<file path="src/design/spw_char_pkg.sv">
// Character-level SpaceWire definitions shared by the transmit FSM, shifter and testbench
package spw_char_pkg;

	// --------------------
	// Character kinds
	// --------------------
	typedef enum logic [2:0]
	{
		NULL,
		FCT,
		DATA,
		EOP,
		EEP
	} char_kind_e;

	typedef logic [7:0] spw_data_t;

	// Bit 8 is the control flag, low bits 00 = EOP and 01 = EEP
	typedef logic [8:0] tx_word_t;

	typedef struct packed
	{
		logic       valid;
		char_kind_e kind;
		spw_data_t  data;
	} char_req_t;

	// --------------------
	// Line patterns
	// --------------------
	// Bits after parity, bit 0 goes out first
	localparam logic [6:0] NULL_BITS = 7'b0010111;
	localparam logic [2:0] FCT_BITS  = 3'b001;
	localparam logic [2:0] EOP_BITS  = 3'b101;
	localparam logic [2:0] EEP_BITS  = 3'b011;
	localparam logic       DATA_FLAG = 1'b0;

	localparam int MAX_CHAR_LEN = 10;

	typedef logic [MAX_CHAR_LEN-1:0] char_word_t;
	typedef logic [$clog2(MAX_CHAR_LEN+1)-1:0] bit_cnt_t;

	// Lengths include the parity bit
	localparam bit_cnt_t NULL_LEN = bit_cnt_t'(8);
	localparam bit_cnt_t FCT_LEN  = bit_cnt_t'(4);
	localparam bit_cnt_t DATA_LEN = bit_cnt_t'(10);
	localparam bit_cnt_t EOP_LEN  = bit_cnt_t'(4);
	localparam bit_cnt_t EEP_LEN  = bit_cnt_t'(4);

endpackage

</file>
<file path="src/design/spw_link_pkg.sv">
// Link-level SpaceWire definitions: link states, flow-control counters and the DS line pair
package spw_link_pkg;

	typedef enum logic [1:0]
	{
		START,
		SEND_NULL,
		SEND_NULL_FCT,
		RUN
	} link_state_e;

	// --------------------
	// Flow control
	// --------------------
	typedef logic [5:0] credit_t;
	typedef logic [2:0] owed_t;

	// One received FCT opens eight N-char slots
	localparam credit_t CREDIT_STEP = 6'd8;
	localparam credit_t CREDIT_MAX  = 6'd56;

	// Receiver buffer space announced after reset
	localparam owed_t OWED_RESET = 3'd7;
	localparam owed_t OWED_MAX   = 3'd7;

	typedef struct packed
	{
		logic d;
		logic s;
	} ds_line_t;

endpackage

</file>
<file path="src/design/spw_tx_credit.sv">
// Tracks transmit credit and owed FCTs from edge-detected requests and issued characters
`timescale 1ns/100ps

module spw_tx_credit
(
	input  logic                    pclk_tx,
	input  logic                    enable_tx,
	input  logic                    gotfct_i,
	input  logic                    send_fct_now_i,
	input  spw_char_pkg::char_req_t req_i,
	output spw_link_pkg::credit_t   credit_o,
	output spw_link_pkg::owed_t     owed_o
);

	logic                  gotfct_q;
	logic                  fct_now_q;
	logic                  got_rise;
	logic                  fct_now_rise;
	logic                  nchar_sent;
	logic                  fct_sent;
	logic [6:0]            credit_sum;
	logic [3:0]            owed_sum;
	spw_link_pkg::credit_t credit_q;
	spw_link_pkg::owed_t   owed_q;

	// Each pulse counts once
	assign got_rise     = gotfct_i & ~gotfct_q;
	assign fct_now_rise = send_fct_now_i & ~fct_now_q;

	assign nchar_sent = req_i.valid &&
		(req_i.kind == spw_char_pkg::DATA ||
		 req_i.kind == spw_char_pkg::EOP ||
		 req_i.kind == spw_char_pkg::EEP);
	assign fct_sent = req_i.valid && (req_i.kind == spw_char_pkg::FCT);

	// Add and subtract may land together
	always_comb
	begin
		credit_sum = {1'b0, credit_q}
			+ (got_rise ? {1'b0, spw_link_pkg::CREDIT_STEP} : 7'd0)
			- {6'd0, nchar_sent};
		owed_sum = {1'b0, owed_q} + {3'd0, fct_now_rise} - {3'd0, fct_sent};
	end

	always_ff @(posedge pclk_tx or negedge enable_tx)
	begin
		if (!enable_tx)
		begin
			gotfct_q  <= 1'b0;
			fct_now_q <= 1'b0;
			credit_q  <= '0;
			owed_q    <= spw_link_pkg::OWED_RESET;
		end
		else
		begin
			gotfct_q  <= gotfct_i;
			fct_now_q <= send_fct_now_i;
			if (credit_sum > {1'b0, spw_link_pkg::CREDIT_MAX})
				credit_q <= spw_link_pkg::CREDIT_MAX;
			else
				credit_q <= credit_sum[5:0];
			if (owed_sum > {1'b0, spw_link_pkg::OWED_MAX})
				owed_q <= spw_link_pkg::OWED_MAX;
			else
				owed_q <= owed_sum[2:0];
		end
	end

	assign credit_o = credit_q;
	assign owed_o   = owed_q;

endmodule

</file>
<file path="src/design/spw_tx_link_fsm.sv">
// Link start-up state machine that picks the next character at every character boundary
`timescale 1ns/100ps

module spw_tx_link_fsm
(
	input  logic                    pclk_tx,
	input  logic                    enable_tx,
	input  logic                    send_null_i,
	input  logic                    send_fct_i,
	input  logic                    txwrite_i,
	input  spw_char_pkg::tx_word_t  data_i,
	input  logic                    next_i,
	input  spw_link_pkg::credit_t   credit_i,
	input  spw_link_pkg::owed_t     owed_i,
	output spw_char_pkg::char_req_t req_o
);

	spw_link_pkg::link_state_e state_q;
	spw_link_pkg::link_state_e state_d;
	spw_char_pkg::char_kind_e  nchar_kind;
	logic                      have_credit;
	logic                      have_owed;

	assign have_credit = (credit_i != '0);
	assign have_owed   = (owed_i != '0);

	// Host word decode
	always_comb
	begin
		if (!data_i[8])
			nchar_kind = spw_char_pkg::DATA;
		else if (data_i[1:0] == 2'b01)
			nchar_kind = spw_char_pkg::EEP;
		else
			nchar_kind = spw_char_pkg::EOP;
	end

	// --------------------
	// Next state and character
	// --------------------
	always_comb
	begin
		state_d    = state_q;
		req_o.kind = spw_char_pkg::NULL;
		req_o.data = data_i[7:0];
		case (state_q)
			spw_link_pkg::START:
			begin
				if (send_null_i)
					state_d = spw_link_pkg::SEND_NULL;
			end
			spw_link_pkg::SEND_NULL:
			begin
				if (send_null_i && send_fct_i)
					state_d = spw_link_pkg::SEND_NULL_FCT;
			end
			spw_link_pkg::SEND_NULL_FCT:
			begin
				if (have_owed)
					req_o.kind = spw_char_pkg::FCT;
				if (have_credit)
					state_d = spw_link_pkg::RUN;
			end
			default:
			begin
				// Owed FCT beats data
				if (have_owed)
					req_o.kind = spw_char_pkg::FCT;
				else if (txwrite_i && have_credit)
					req_o.kind = nchar_kind;
			end
		endcase
		// Only offered while the shifter can take it
		req_o.valid = next_i && (state_q != spw_link_pkg::START);
	end

	always_ff @(posedge pclk_tx or negedge enable_tx)
	begin
		if (!enable_tx)
			state_q <= spw_link_pkg::START;
		else if (next_i)
			state_q <= state_d;
	end

endmodule

</file>
<file path="src/design/spw_tx_char_shifter.sv">
// Builds each character with its parity bit and shifts it out LSB-first, one bit per clock
`timescale 1ns/100ps

module spw_tx_char_shifter
(
	input  logic                    pclk_tx,
	input  logic                    enable_tx,
	input  spw_char_pkg::char_req_t req_i,
	output logic                    next_o,
	output logic                    line_bit_o,
	output logic                    active_o,
	output logic                    ready_o
);

	spw_char_pkg::char_word_t shift_q;
	spw_char_pkg::char_word_t load_word;
	spw_char_pkg::bit_cnt_t   cnt_q;
	spw_char_pkg::bit_cnt_t   load_len;
	logic [spw_char_pkg::MAX_CHAR_LEN-2:0] body;
	logic                     active_q;
	logic                     prev_par_q;
	logic                     dbits_par;
	logic                     parity;
	logic                     load;
	logic                     ready_q;

	// Last bit of a character, or idle
	assign next_o = !active_q || (cnt_q == spw_char_pkg::bit_cnt_t'(1));
	assign load   = next_o && req_i.valid;

	// --------------------
	// Character build
	// --------------------
	always_comb
	begin
		body      = '0;
		dbits_par = 1'b0;
		load_len  = spw_char_pkg::NULL_LEN;
		case (req_i.kind)
			spw_char_pkg::FCT:
			begin
				body[2:0] = spw_char_pkg::FCT_BITS;
				dbits_par = ^spw_char_pkg::FCT_BITS[2:1];
				load_len  = spw_char_pkg::FCT_LEN;
			end
			spw_char_pkg::EOP:
			begin
				body[2:0] = spw_char_pkg::EOP_BITS;
				dbits_par = ^spw_char_pkg::EOP_BITS[2:1];
				load_len  = spw_char_pkg::EOP_LEN;
			end
			spw_char_pkg::EEP:
			begin
				body[2:0] = spw_char_pkg::EEP_BITS;
				dbits_par = ^spw_char_pkg::EEP_BITS[2:1];
				load_len  = spw_char_pkg::EEP_LEN;
			end
			spw_char_pkg::DATA:
			begin
				body      = {req_i.data, spw_char_pkg::DATA_FLAG};
				dbits_par = ^req_i.data;
				load_len  = spw_char_pkg::DATA_LEN;
			end
			default:
			begin
				// Trailing FCT half of a NULL supplies the data bits
				body[6:0] = spw_char_pkg::NULL_BITS;
				dbits_par = ^spw_char_pkg::NULL_BITS[6:5];
			end
		endcase
		// Odd parity over previous data bits and this flag
		parity    = ~(prev_par_q ^ body[0]);
		load_word = {body, parity};
	end

	always_ff @(posedge pclk_tx or negedge enable_tx)
	begin
		if (!enable_tx)
		begin
			active_q   <= 1'b0;
			cnt_q      <= '0;
			prev_par_q <= 1'b0;
			ready_q    <= 1'b0;
		end
		else
		begin
			ready_q <= load && (req_i.kind != spw_char_pkg::NULL) &&
				(req_i.kind != spw_char_pkg::FCT);
			if (load)
			begin
				active_q   <= 1'b1;
				cnt_q      <= load_len;
				prev_par_q <= dbits_par;
			end
			else if (active_q)
			begin
				active_q <= !next_o;
				cnt_q    <= cnt_q - spw_char_pkg::bit_cnt_t'(1);
			end
		end
	end

	always_ff @(posedge pclk_tx)
	begin
		if (load)
			shift_q <= load_word;
		else if (active_q)
			shift_q <= shift_q >> 1;
	end

	assign line_bit_o = shift_q[0];
	assign active_o   = active_q;
	assign ready_o    = ready_q;

endmodule

</file>
<file path="src/design/spw_tx_ds_encoder.sv">
// Data-strobe line encoder, exactly one of the two lines changes per transmitted bit
`timescale 1ns/100ps

module spw_tx_ds_encoder
(
	input  logic                   pclk_tx,
	input  logic                   enable_tx,
	input  logic                   line_bit_i,
	input  logic                   active_i,
	output spw_link_pkg::ds_line_t line_o
);

	logic d_q;
	logic s_q;

	always_ff @(posedge pclk_tx or negedge enable_tx)
	begin
		if (!enable_tx)
		begin
			d_q <= 1'b0;
			s_q <= 1'b0;
		end
		else if (active_i)
		begin
			d_q <= line_bit_i;
			// Strobe moves when data does not
			if (line_bit_i == d_q)
				s_q <= ~s_q;
		end
	end

	assign line_o.d = d_q;
	assign line_o.s = s_q;

endmodule

</file>
<file path="src/design/spw_tx_top.sv">
// SpaceWire link transmitter top, connects flow control, link FSM, shifter and DS encoder
`timescale 1ns/100ps

module spw_tx_top
(
	input  logic                   pclk_tx,
	input  logic                   enable_tx,
	input  logic                   send_null_i,
	input  logic                   send_fct_i,
	input  logic                   gotfct_i,
	input  logic                   send_fct_now_i,
	input  logic                   txwrite_i,
	input  spw_char_pkg::tx_word_t data_i,
	output logic                   dout_o,
	output logic                   sout_o,
	output logic                   ready_o
);

	spw_char_pkg::char_req_t req;
	spw_link_pkg::credit_t   credit;
	spw_link_pkg::owed_t     owed;
	spw_link_pkg::ds_line_t  line;
	logic                    next;
	logic                    line_bit;
	logic                    active;

	spw_tx_credit u_credit
	(
		.pclk_tx        (pclk_tx),
		.enable_tx      (enable_tx),
		.gotfct_i       (gotfct_i),
		.send_fct_now_i (send_fct_now_i),
		.req_i          (req),
		.credit_o       (credit),
		.owed_o         (owed)
	);

	spw_tx_link_fsm u_link_fsm
	(
		.pclk_tx     (pclk_tx),
		.enable_tx   (enable_tx),
		.send_null_i (send_null_i),
		.send_fct_i  (send_fct_i),
		.txwrite_i   (txwrite_i),
		.data_i      (data_i),
		.next_i      (next),
		.credit_i    (credit),
		.owed_i      (owed),
		.req_o       (req)
	);

	spw_tx_char_shifter u_shifter
	(
		.pclk_tx    (pclk_tx),
		.enable_tx  (enable_tx),
		.req_i      (req),
		.next_o     (next),
		.line_bit_o (line_bit),
		.active_o   (active),
		.ready_o    (ready_o)
	);

	spw_tx_ds_encoder u_ds_encoder
	(
		.pclk_tx    (pclk_tx),
		.enable_tx  (enable_tx),
		.line_bit_i (line_bit),
		.active_i   (active),
		.line_o     (line)
	);

	assign dout_o = line.d;
	assign sout_o = line.s;

endmodule

</file>
<file path="config.mk">
export PLATFORM = sky130hd
export DESIGN_NAME = spw_tx_top
export DESIGN_NICKNAME = d
export VERILOG_FILES = /design/src/design/spw_char_pkg.sv /design/src/design/spw_link_pkg.sv /design/src/design/spw_tx_credit.sv /design/src/design/spw_tx_link_fsm.sv /design/src/design/spw_tx_char_shifter.sv /design/src/design/spw_tx_ds_encoder.sv /design/src/design/spw_tx_top.sv
export SDC_FILE = /design/constraint.sdc
export NUM_CORES = 1
export LEC_CHECK = 0
export ABC_AREA = 1
export BUFFER_PORTS_ARGS = -buffer_cell sky130_fd_sc_hd__buf_2
export CELL_PAD_IN_SITES_DETAIL_PLACEMENT = 0
export CELL_PAD_IN_SITES_GLOBAL_PLACEMENT = 1
export CORE_MARGIN = 2
export CORE_UTILIZATION = 48
export CTS_BUF_LIST = sky130_fd_sc_hd__clkbuf_8 sky130_fd_sc_hd__clkbuf_16
export CTS_CLUSTER_DIAMETER = 80
export DETAILED_ROUTE_END_ITERATION = 6
export GPL_TIMING_DRIVEN = 0
export PLACE_DENSITY_LB_ADDON = 0.25
export SKIP_CTS_REPAIR_TIMING = 1
export SYNTH_ARGS = -nofsm -noshare
export SYNTH_HDL_FRONTEND = slang
export SYNTH_HIERARCHICAL = 1
export SYNTH_SLANG_ARGS = --single-unit
</file>
<file path="constraint.sdc">
create_clock -name pclk_tx -period 5.53 [get_ports pclk_tx]
set_input_delay 1.106 -clock pclk_tx [delete_from_list [all_inputs] [get_ports pclk_tx]]
set_output_delay 1.106 -clock pclk_tx [all_outputs]
set_load 0.05 [all_outputs]
</file>
After elaboration in Yosys (flattened, before gate mapping)
Cells that the tools add are included.

Input bits: 16. Output and inout port bits: 3. Flip-flop bits (word level): 32. Word-level logic and storage cells: 89.

Equal/unequal tests: 13. Add/subtract/negate cells: 5. Reductions and logical operators: 26. Multiplexer cells: 24. Magnitude comparators: 2. Bitwise operators: 7.

Operators by type and width (count): $mux W10 (2); $pmux W4 S2 (2); $mux W3 (5); $mux W4 (3); $pmux W3 S4 (1); $reduce_bool A3 Y1 (3); $logic_and A1 B1 Y1 (8); $mux W2 (4); $reduce_xor A8 Y1 (1); $add A6 B7 Y7 (1); $gt A7 B6 Y1 const B (1); $sub A7 B1 Y7 (1); $eq A3 B2 Y1 const B (2); $mux W6 (1); $pmux W2 S3 (1); $pmux W3 S2 (1); $reduce_bool A6 Y1 (1); $reduce_and A5 Y1 (1); $add A3 B1 Y4 (1); $eq A2 B1 Y1 const B (2); $eq A4 B1 Y1 const B (1); $gt A4 B3 Y1 const B (1); $ne A2 B1 Y1 const B (2); $not A1 Y1 (4); 19 further kinds (27).

Longest topological paths before layout
Gate-level depths: netlist of run 1.

Depth in word-level cells: 13. Gate-level depth with buffers: 18. Gate-level depth less buffers: 18.

Cells and area by module
Netlist of run 1, hierarchy kept.

By module, submodules not included: spw_tx_char_shifter (times used 1, area each 1039.7 um2, cells each 132); spw_tx_credit (times used 1, area each 808.3 um2, cells each 99); spw_tx_link_fsm (times used 1, area each 360.3 um2, cells each 50); spw_tx_ds_encoder (times used 1, area each 111.4 um2, cells each 15).

Worst setup path after synthesis of run 1
No wires, ideal clock.

Kind: in2reg. From: input data_i[0]. To: register u_credit.credit_q[0], in the netlist u_credit/credit_o[0]. Setup time: 0.116 ns. Arrival time: 3.092 ns. Path slack: 2.322 ns. Stages on the path: 14. Path through: inv_1 nor3b_1 nor3b_2 o211a_1 ha_1 inv_1 ha_1 fa_1 nand3_1 nand4_1 nand2_1 nand3_2 nand2_2 nor2_1.

RTL lines: from (decl) (line spw_tx_top.sv:13) `input spw_char_pkg::tx_word_t data_i,`; to (signal assigned) (line spw_tx_credit.sv:59) `credit_q <= spw_link_pkg::CREDIT_MAX;`; to (signal assigned) (line spw_tx_credit.sv:61) `credit_q <= credit_sum[5:0];`; to (decl) (line spw_tx_credit.sv:23) `spw_link_pkg::credit_t credit_q;`.

==> results of run 1 <==
cells in the final DEF (no fill, tap or decap), types with 3 or more instances in the layout:
master | Yosys | layout
a21oi_1 | 4 | 4
buf_2 | 0 | 12
buf_4 | 10 | 10
clkbuf_8 | 0 | 5
dfrtp_1 | 19 | 19
dfstp_2 | 3 | 3
edfxtp_1 | 10 | 10
ha_1 | 18 | 18
inv_1 | 48 | 49
inv_2 | 6 | 6
nand2_1 | 89 | 89
nand2_2 | 5 | 5
nand3_1 | 16 | 16
nand3_2 | 4 | 4
nand4_1 | 3 | 3
nor2_1 | 14 | 14
nor2_2 | 6 | 6
o21ai_0 | 7 | 7
o21ai_1 | 8 | 8
xor2_1 | 4 | 4
sequential cells by signal, indices dropped and copies added, names as in the netlist, named ones only:
register	count
u_credit/credit_o	6
u_shifter/ready_o	1
u_credit/fct_now_q	1
u_credit/gotfct_q	1
u_ds_encoder/d_q	1
u_link_fsm/state_q	2
u_shifter/prev_par_q	1
u_shifter/shift_q	10
u_credit/owed_o	3
u_ds_encoder/s_q	1
u_shifter/cnt_q	4
worst reg2reg max path: stages, from the launching register on:
cell     delay [ns]
dfrtp_1        0.36
inv_1          0.13
ha_1           0.18
nand3_2        0.10
nand2_4        0.10
inv_1          0.07
nor2_1         0.40
o211a_1        0.24
ha_1           0.14
inv_1          0.04
ha_1           0.22
fa_1           0.42
nand3_1        0.12
nand4_1        0.08
nand2_1        0.12
nand3_2        0.10
nand2_2        0.08
nor2_1         0.04
metal layers:
layer / vias to the layer above / part of all wire [%]
met3: 6 / 2.2
met5: - / 0
li1: 952 / -
met2: 16 / 49
met4: 0 / 1.7
met1: 806 / 47
where the power goes:
group / switching (W) / internal [W]
Combinational: 0.000405 / 0.000249
Sequential: 0.0000562 / 0.000372
Clock: 0.0000869 / 0.000132
Total: 0.000548 / 0.000753
area by class of cell:
| cell class | count | area, um^2 | area share, % |
|---|---|---|---|
| Sequential cell | 32 | 855 | 33.4 |
| Clock buffer | 5 | 68.8 | 2.69 |
| Tap cell | 54 | 67.6 | 2.64 |
| Buffer | 11 | 86.3 | 3.38 |
| Timing Repair Buffer | 12 | 60.1 | 2.35 |
| Multi-Input combinational cell | 198 | 1160 | 45.6 |
| Inverter | 55 | 214 | 8.37 |
| Clock inverter | 3 | 38.8 | 1.52 |
path summary, 6_finish.rpt:
kind / start / to / slack [ns] / cells past startpoint
setup reg to reg: u_shifter/cnt_q[1] / u_credit/credit_o[0] / 2.48 / 17
setup / recovery: data_i[1] / u_credit/credit_o[0] / 2.25 / 14
hold / removal: u_ds_encoder/s_q / u_ds_encoder/s_q / 0.50 / 2
max in group asynchronous: enable_tx / u_credit/owed_o[0] / 4.38 / 1
min in group asynchronous: enable_tx / u_credit/gotfct_q / 0.78 / 1
hold reg to reg: u_ds_encoder/s_q / u_ds_encoder/s_q / 0.50 / 2
stage by stage:
stage / instances / power (W) / cell area [um^2] / setup WS, ns / util [%]
after floorplan: 296 / 0.000973 / 2320 / 2.32 / -
after global placement: 362 / 0.00109 / 2450 / 1.96 / 52.2
after detailed placement: 362 / 0.00109 / 2450 / 1.95 / 52.2
after CTS: 370 / 0.00132 / 2550 / 2.24 / 54.5
after global routing: 370 / 0.00144 / 2550 / 1.98 / 54.5
final: 370 / 0.00130 / 2550 / 2.25 / 54.5
cell families after synthesis:
group,after synthesis,synth area share (%)
adders and majority gates,20,11.4
xor gates and xnor gates,6,2.27
and+or+nand+nor,145,29.7
AOI/OAI and AO/OA,27,6.85
DFF,32,36.8
buffers and inverters,66,12.9
==> summary.txt, run 1 <==
Outcome
  – Status: finished clean

Global routing
  – Largest net degree at the start of global routing: 23
  – GR peak layer: met2
  – Grt met3 use: 3.70%
  – First-pass GRT wire length: ~7000 um
  – GRT Util Overall: roughly 17%
  – Initial antenna violation count: 0
  – Met2 usage: approximately 29%
  – Global route overflow: 0
  – Met1 Usage GRT: roughly 20%
  – Number of global-route vias before repair: between 1500 and 2000

STA
  – TNS Setup: 0 ns
  – Actual slew at the worst max-slew pin: around 0.53 ns
  – Hold Vio Cnt, Final: 0
  – Fin Hold WS: between 0.5 and 0.6 ns
  – Final cycle utilization of the critical path: between 50 and 60%
  – Final setup violation count: 0
  – RSZ-0062 raised after global routing: no
  – F_max: ~310 MHz
  – Slew Limit Fails: 0
  – Max_slew headroom: ~65%
  – Final setup skew: between 0.005 and 0.006 ns
  – Tmin final: roughly 3.3 ns

Floorplanning
  – Initial Util: 49.4%
  – Row count: 25
  – Die area: between 5000 and 6000 um^2
  – Die W: 73.5 um
  – # IOs: 19
  – Die H: between 70 and 80 um
  – Core region area: 4690 um^2

Final layout
  – Fillers: ~470
  – # nets final: 351
  – Area grow syn2layout: 10.1%
  – N_diodes: 0
  – Layout cells sized above 1: 19.6%

Synthesis
  – Distinct cells, synth: 35
  – Top-area cell type share of the netlist area: roughly a fifth
  – Seq/Total Area, Yosys: 36.8%
  – Leading area contributor after synthesis: dfrtp_1
  – Post-synth top cells: nand2_1, inv_1, dfrtp_1, ha_1, nand3_1
  – Yosys reg bits: 32
  – Main synth FF type: dfrtp_1
  – Yosys warnings: 6
  – Post-Synthesis Cells: 296
  – EDFF count, synth: 10
  – Ys async rst share: approximately 69%
  – Syn_nets: ~330
  – Avg Cell Area, Syn: around 7.8 um^2
  – Mapped cell area: between 2000 and 2500 um^2
  – Main area contributors after synthesis: dfrtp_1, nand2_1, edfxtp_1
  – Count leader, synth: nand2_1

Detailed routing
  – Detail Route Antenna Nets: 0
  – Via count: roughly 1800
  – DRC errors left: 0
  – Routed vias/inst: approximately 4.8
  – Detailed Route WL: between 3000 and 4000 um
  – WL per Instance: approximately 10 um
  – Initial DRC count: 64
  – DRT Pass-1 Iters: 4

Clock tree
  – Clk sinks: 32
  – Clk buf depth: 2
  – CTS tree: yes
  – Num CTS Buffers: 5
  – Clk_lat worst skew: approximately 0.28 ns
  – Clock Pin Slew Worst Setup and Hold Paths: roughly 0.070 ns
  – Root buf cell: clkbuf_8
  – H-tree level count: 2

Critical path
  – Largest delay share family, worst path: simple AND/OR/NAND/NOR gates
  – Worst path buffer plus inverter count: 2
  – Worst path required time: 5.71 ns
  – CP max-delay cell: fa_1
  – Max stage delay on crit path: between 0.4 and 0.5 ns
  – Most common cell on crit path: ha_1
  – Cell Chain, Critical Path: buf_2, nor3b_1, nor3b_2, o211a_1, ha_1, inv_1, ha_1, fa_1, nand3_1, nand4_1, nand2_1, nand3_2, nand2_2, nor2_1
  – Startpoint Class: input pin
  – Crit path DAT: around 3.5 ns
  – Critical Path End Type: flip-flop
  – Setup CP Type: in2reg
  – Critical-path maximum fanout: 6

Pwr
  – VDD IR max: 303 uV
  – PwrDens: approximately 500 nW/um^2
  – Static leakage: ~1.4 nW

Flow run
  – Max Cap Violations: 0

Placement
  – Detailed placement HPWL: 3060 um
  – Placer Congestion: approximately 0.7
  – Port Buf Inserts: 12

Worst hold path
  – Worst Hold Class: reg2reg
Power figures use the tool's default switching activity.
==> inputs of run 2 (changes only) <==
- CORE_UTILIZATION: 48 -> 40
- clock period: 5.53 -> 2.7 ns (I/O delays scaled with it)
==> run 2 against run 1 <==
Against the previous run:
- die area is 19% higher
- critical endpoint is now u_credit/credit_o[2]
- critical path type unchanged
- utilization decreased by 3.6 points
- design area up 10%
==> summary.txt, run 2 (synthesized netlist as in run 1, its figures left out) <==
Critical path
  – Critical-path maximum fanout: 5 (-1)
  – Startpoint Class: input pin
  – Most common cell on crit path: nor2_1
  – Worst path buffer plus inverter count: 3 (+1)
  – Cell Chain, Critical Path: buf_2, inv_1, nor3b_2, nor3b_4, o211a_1, ha_2, inv_2, ha_4, fa_2, nor2_2, nor2_1, nand3_2, nand2_2, nor2_1
  – Crit path DAT: 2.86 ns (-0.59 ns)
  – Max stage delay on crit path: 0.58 ns (+0.16 ns)
  – Largest delay share family, worst path: simple AND/OR/NAND/NOR gates
  – Worst reg2reg setup slack: 0.02 ns (-2.46 ns)
  – Setup CP Type: in2reg
  – Worst path required time: 2.88 ns (-2.83 ns)
  – CP max-delay cell: fa_2
  – Critical Path End Type: flip-flop

Final layout
  – Largest register FFs: 10 (unchanged)
  – Commonest non-fill, non-tap cells in the layout: nand2_1, inv_1, buf_4
  – Layout cells sized above 1: 30.4% (+11 points)
  – # nets final: 361 (+2.8%)
  – Fillers: 536 (+13%)
  – Area grow syn2layout: 21.4%
  – N_diodes: 0 (unchanged)
  – Most common cell after layout, fill and taps aside: nand2_1
  – Non-Filler Instances: 398 (+7.6%)
  – Most flops, register: u_shifter/shift_q

Pwr
  – Logic pwr share: 53.6% (+3.3 points)
  – Sw Ratio: 42.1% (about the same)
  – Sw power: 0.00121 W (+120%)
  – PwrDens: 1020 nW/um^2 (+100%)
  – Int Pwr: 0.00166 W (+120%)
  – Sequential power share: 31.0% (-1.9 points)
  – Clock share of power: 15.4% (-1.4 points)
  – VDD IR max: 529 uV (+74%)
  – Static leakage: 1.45 nW (+5.4%)

Clock tree
  – Num CTS Buffers: 5 (unchanged)
  – CTS tree: yes
  – Clk sinks: 32 (unchanged)
  – Clock Pin Slew Worst Setup and Hold Paths: 0.07 ns (about the same)
  – H-tree level count: 2 (unchanged)
  – Root buf cell: clkbuf_8
  – Clk buf depth: 2 (unchanged)
  – Clk_lat worst skew: 0.29 ns (about the same)

Global routing
  – Global route overflow: 0 (unchanged)
  – First-pass GRT wire length: 7250 um (+5.5%)
  – GRT Util Overall: 14.5% (-2.0 points)
  – Initial antenna violation count: 0 (unchanged)
  – Number of global-route vias before repair: 1728 (+1.9%)
  – Largest net degree at the start of global routing: 23 (unchanged)

Detailed routing
  – Routed vias/inst: 4.55 (-5.4%)
  – DRT Pass-1 Iters: 4 (unchanged)
  – DRC errors left: 0 (unchanged)
  – WL per Instance: 10.4 um (+0.33%)
  – Via count: 1812 (+1.8%)
  – Initial DRC count: 64 (unchanged)
  – Detail Route Antenna Nets: 0 (unchanged)
  – Detailed Route WL: 4150 um (+7.9%)

Placement
  – Pre-CTS setup slack: -0.397 ns (-2.35 ns)
  – Detailed placement HPWL: 3180 um (+3.9%)
  – Placer Congestion: 0.753 (+4.9%)
  – Placed insts: 380 (+5.0%)
  – Port Buf Inserts: 12 (unchanged)

Floorplanning
  – Die H: 80.2 um (+9.0%)
  – # IOs: 19 (unchanged)
  – Row count: 27 (+8.0%)
  – Die W: 80.2 um (+9.0%)
  – Core region area: 5540 um^2 (+18%)
  – Initial Util: 41.9% (-7.6 points)
  – Die area: 6420 um^2 (+19%)

STA
  – Final cycle utilization of the critical path: 99.5%
  – Hold Vio Cnt, Final: 0 (unchanged)
  – Max_slew headroom: 63.3% (-1.2 points)
  – Actual slew at the worst max-slew pin: 0.549 ns (+0.0185 ns)
  – Setup WS post-layout: 0.0139 ns (-2.24 ns)
  – Tmin final: approximately 2.7 ns
  – Final setup skew: 0.00834 ns (+0.00280 ns)
  – RSZ-0062 raised after global routing: yes
  – Final setup violation count: 0 (unchanged)
  – Slew Limit Fails: 0 (unchanged)
  – F_max: between 300 and 400 MHz

Worst hold path
  – Worst Hold Class: in2async

Flow run
  – Max Cap Violations: 0 (unchanged)

Outcome
  – Status: finished clean
[run 2: cell count changes in the layout (fill, tap and decap cells not counted), sizes merged]
cell / before / now
buf: 23 / 33
[run 2: metal layers]
metal / vias to the layer above / track usage [%] / share of wire (%)
met5: - / 0 / 0
met1: 819 / 17.4 / 48
met4: 0 / 5.59 / 1.0
met3: 4 / 3.03 / 1.9
li1: 971 / - / -
met2: 18 / 25.3 / 49
[run 2: power groups by stage]
stage	Clock (W)	Combinational (W)	Sequential, W
3_5_place_dp	0	0.00137	0.000884
2_1_floorplan	0	0.00114	0.000860
3_3_place_gp	0	0.00136	0.000881
5_1_grt	0.000482	0.00176	0.000921
4_1_cts	0.000459	0.00138	0.000875
6_report	0.000444	0.00154	0.000891
[run 2: stage by stage]
| step | setup TNS, ns | hold WS [ns] | total power, W | util [%] | cell area [um^2] |
|---|---|---|---|---|---|
| floorplan | 0 | 0.244 | 0.00200 | - | 2320 |
| global placement | -1.62 | 0.482 | 0.00224 | 44.6 | 2470 |
| detailed placement | -1.77 | 0.493 | 0.00225 | 44.6 | 2470 |
| CTS | -1.41 | 0.231 | 0.00271 | 46.6 | 2580 |
| global route | -0.383 | 0.253 | 0.00317 | 50.8 | 2820 |
| finish | 0 | 0.214 | 0.00288 | 50.8 | 2820 |
[run 2: worst paths after layout]
| path | cells past startpoint | from | endpoint |
|---|---|---|---|
| max | 14 | data_i[0] | u_credit/credit_o[2] |
| min | 1 | enable_tx | u_credit/credit_o[0] |
| max reg2reg | 13 | u_link_fsm/state_q[1] | u_credit/credit_o[2] |
| min reg2reg | 2 | u_ds_encoder/s_q | u_ds_encoder/s_q |
| max in group asynchronous | 1 | enable_tx | u_link_fsm/state_q[1] |
| min in group pclk_tx | 1 | gotfct_i | u_credit/gotfct_q |
[run 2: final cells by class]
class	instances	area (um^2)	share of cell area, %
Clock inverter	3	38.8	1.38
Timing Repair Buffer	22	135	4.80
Multi-Input combinational cell	198	1320	47.0
Buffer	11	86.3	3.07
Tap cell	72	90.1	3.20
Clock buffer	5	68.8	2.44
Sequential cell	32	860	30.5
Inverter	55	214	7.60
==> inputs of run 3 (changes only) <==
- SETUP_SLACK_MARGIN: not set -> 0.3
==> run 3 against run 2 <==
Against the previous run:
- wire length increased by 5.6%
- setup slack improved by 0.070 ns
- final cell count increased by 0.75%
- sequential power increased by 0.9%
- largest cell class unchanged
==> summary.txt, run 3 (synthesized netlist as in run 1, its figures left out) <==
STA
  – Fin Hold WS: 0.217 ns (+0.00278 ns)
  – TNS Setup: 0 ns (unchanged)
  – Hold Vio Cnt, Final: 0 (unchanged)
  – Tmin final: 2.62 ns (-0.0703 ns)
  – F_max: 382 MHz (+2.7%)
  – Actual slew at the worst max-slew pin: 0.529 ns (-0.0208 ns)
  – Max_slew headroom: 64.7% (+1.4 points)
  – Final cycle utilization of the critical path: 96.9% (-2.6 points)
  – RSZ-0062 raised after global routing: yes
  – Final setup skew: 0.00586 ns (-0.00248 ns)
  – Slew Limit Fails: 0 (unchanged)
  – Final setup violation count: 0 (unchanged)

Floorplanning
  – Die H: 80.2 um (unchanged)
  – Die W: 80.2 um (unchanged)
  – Initial Util: 41.9% (unchanged)
  – # IOs: 19 (unchanged)
  – Row count: 27 (unchanged)
  – Core region area: 5540 um^2 (unchanged)
  – Die area: 6420 um^2 (unchanged)

Pwr
  – Logic pwr share: 55.5% (+1.9 points)
  – Clock share of power: 13.1% (-2.3 points)
  – VDD IR max: 447 uV (-15%)
  – Sw Ratio: 43.4% (+1.3 points)
  – Int Pwr: 0.00162 W (-2.5%)
  – Sw power: 0.00124 W (+2.6%)
  – Sequential power share: 31.4% (+0.4 points)
  – Static leakage: 1.47 nW (+1.2%)
  – PwrDens: 1010 nW/um^2 (-1.4%)
  – Overall Power: 0.00286 W (-0.38%)

Critical path
  – CP startpoint: u_link_fsm/state_q[0]
  – Setup CP Type: reg2reg
  – CP max-delay cell: dfrtp_2
  – Worst path required time: 2.87 ns (about the same)
  – Most common cell on crit path: nand3_2
  – Critical-path maximum fanout: 4 (-1)
  – Cell Chain, Critical Path: ha_4, nand3_2, nor3b_4, o211a_1, ha_2, inv_2, ha_4, fa_2, nand3_2, nand3_2, nand2_2, nand2_2, buf_4, inv_2, nand2_1
  – Startpoint Class: flip-flop
  – Critical Path End Type: flip-flop
  – Critical R2R Launch: u_link_fsm/state_q[0]
  – Crit path DAT: 2.79 ns (-0.07 ns)
  – Max stage delay on crit path: 0.42 ns (-0.16 ns)

Global routing
  – Global route overflow: 0 (unchanged)
  – Number of global-route vias before repair: 1638 (-5.2%)
  – Largest net degree at the start of global routing: 23 (unchanged)
  – GRT Util Overall: 14.7% (+0.23 points)
  – First-pass GRT wire length: 7260 um (+0.18%)
  – Initial antenna violation count: 0 (unchanged)

Detailed routing
  – Detailed Route WL: 4390 um (+5.6%)
  – Detail Route Antenna Nets: 0 (unchanged)
  – Initial DRC count: 85 (+33%)
  – DRC errors left: 0 (unchanged)
  – DRT Pass-1 Iters: 4 (unchanged)
  – WL per Instance: 10.9 um (+4.8%)
  – Routed vias/inst: 4.51 (-1.0%)
  – Via count: 1807 (-0.28%)

Final layout
  – Most flops, register: u_shifter/shift_q
  – Layout cells sized above 1: 32.2% (+1.9 points)
  – Area grow syn2layout: 22.7%
  – Fin util: 51.4% (+0.52 points)
  – # nets final: 364 (+0.83%)
  – Commonest non-fill, non-tap cells in the layout: nand2_1, inv_1, buf_4
  – Largest register FFs: 10 (unchanged)
  – N_diodes: 0 (unchanged)
  – Non-Filler Instances: 401 (+0.75%)
  – Most common cell after layout, fill and taps aside: nand2_1

Clock tree
  – Root buf cell: clkbuf_8
  – CTS tree: yes
  – Num CTS Buffers: 5 (unchanged)
  – Clk sinks: 32 (unchanged)
  – Clock Pin Slew Worst Setup and Hold Paths: 0.07 ns (about the same)
  – H-tree level count: 2 (unchanged)
  – Clk_lat worst skew: 0.29 ns (about the same)
  – Clk buf depth: 2 (unchanged)

Placement
  – Port Buf Inserts: 12 (unchanged)
  – Detailed placement HPWL: 3230 um (+1.7%)
  – Placed insts: 380 (unchanged)
  – Placer Congestion: 0.771 (+2.4%)

Outcome
  – Status: finished clean

Worst hold path
  – Worst Hold Class: in2async

Flow run
  – Max Cap Violations: 0 (unchanged)
==> run 3: per-layer routing <==
layer | share of wire [%] | global-route usage [%]
met1 | 52 | 21.3
met2 | 43 | 21.3
met3 | 3.0 | 3.15
met4 | 1.9 | 6.10
met5 | 0 | 0
==> run 3: layout make-up <==
cell class | count | area [um^2]
clock inverters | 2 | 7.51
multi-input cells | 198 | 1330
plain buffers | 11 | 86.3
inverters | 55 | 226
repair buffers | 25 | 161
fillers | 543 | 2700
clock buffers | 6 | 82.6
flip-flops and latches | 32 | 861
well taps | 72 | 90.1
==> run 3: worst paths after layout <==
kind	to	slack, ns	depth (start not counted)
hold reg to reg	u_ds_encoder/s_q	0.50	2
setup reg to reg	u_credit/credit_o[5]	0.08	15
min in group pclk_tx	u_credit/gotfct_q	0.38	1
max in group asynchronous	u_credit/credit_o[4]	2.10	1
hold / removal	u_ds_encoder/d_q	0.22	1
setup / recovery	u_credit/credit_o[5]	0.08	15
==> run 3: stage by stage <==
step	instance area, um^2	worst slack [ns]
6_report	2850	0.0843
5_1_grt	2850	-0.0632
4_1_cts	2630	-0.156
3_5_place_dp	2530	-0.242
3_3_place_gp	2530	-0.230
2_1_floorplan	2380	0.148
==> run 3: power groups by stage <==
stage / Combinational [W] / Clock [W] / Sequential (W)
final: 0.00159 / 0.000375 / 0.000899
after global routing: 0.00181 / 0.000411 / 0.000929
after CTS: 0.00139 / 0.000392 / 0.000885
after detailed placement: 0.00138 / 0 / 0.000893
after global placement: 0.00137 / 0 / 0.000886
after floorplan: 0.00115 / 0 / 0.000862
==> run 3: critical path, delay by kind of cell (launching register included) <==
| kind | cells | cell delay (ns) |
|---|---|---|
| AOI/OAI and AO/OA | 1 | 0.20 |
| DFF | 1 | 0.42 |
| and+or+nand+nor | 7 | 0.82 |
| adders and majority gates | 4 | 0.86 |
| buffers and inverters | 3 | 0.21 |
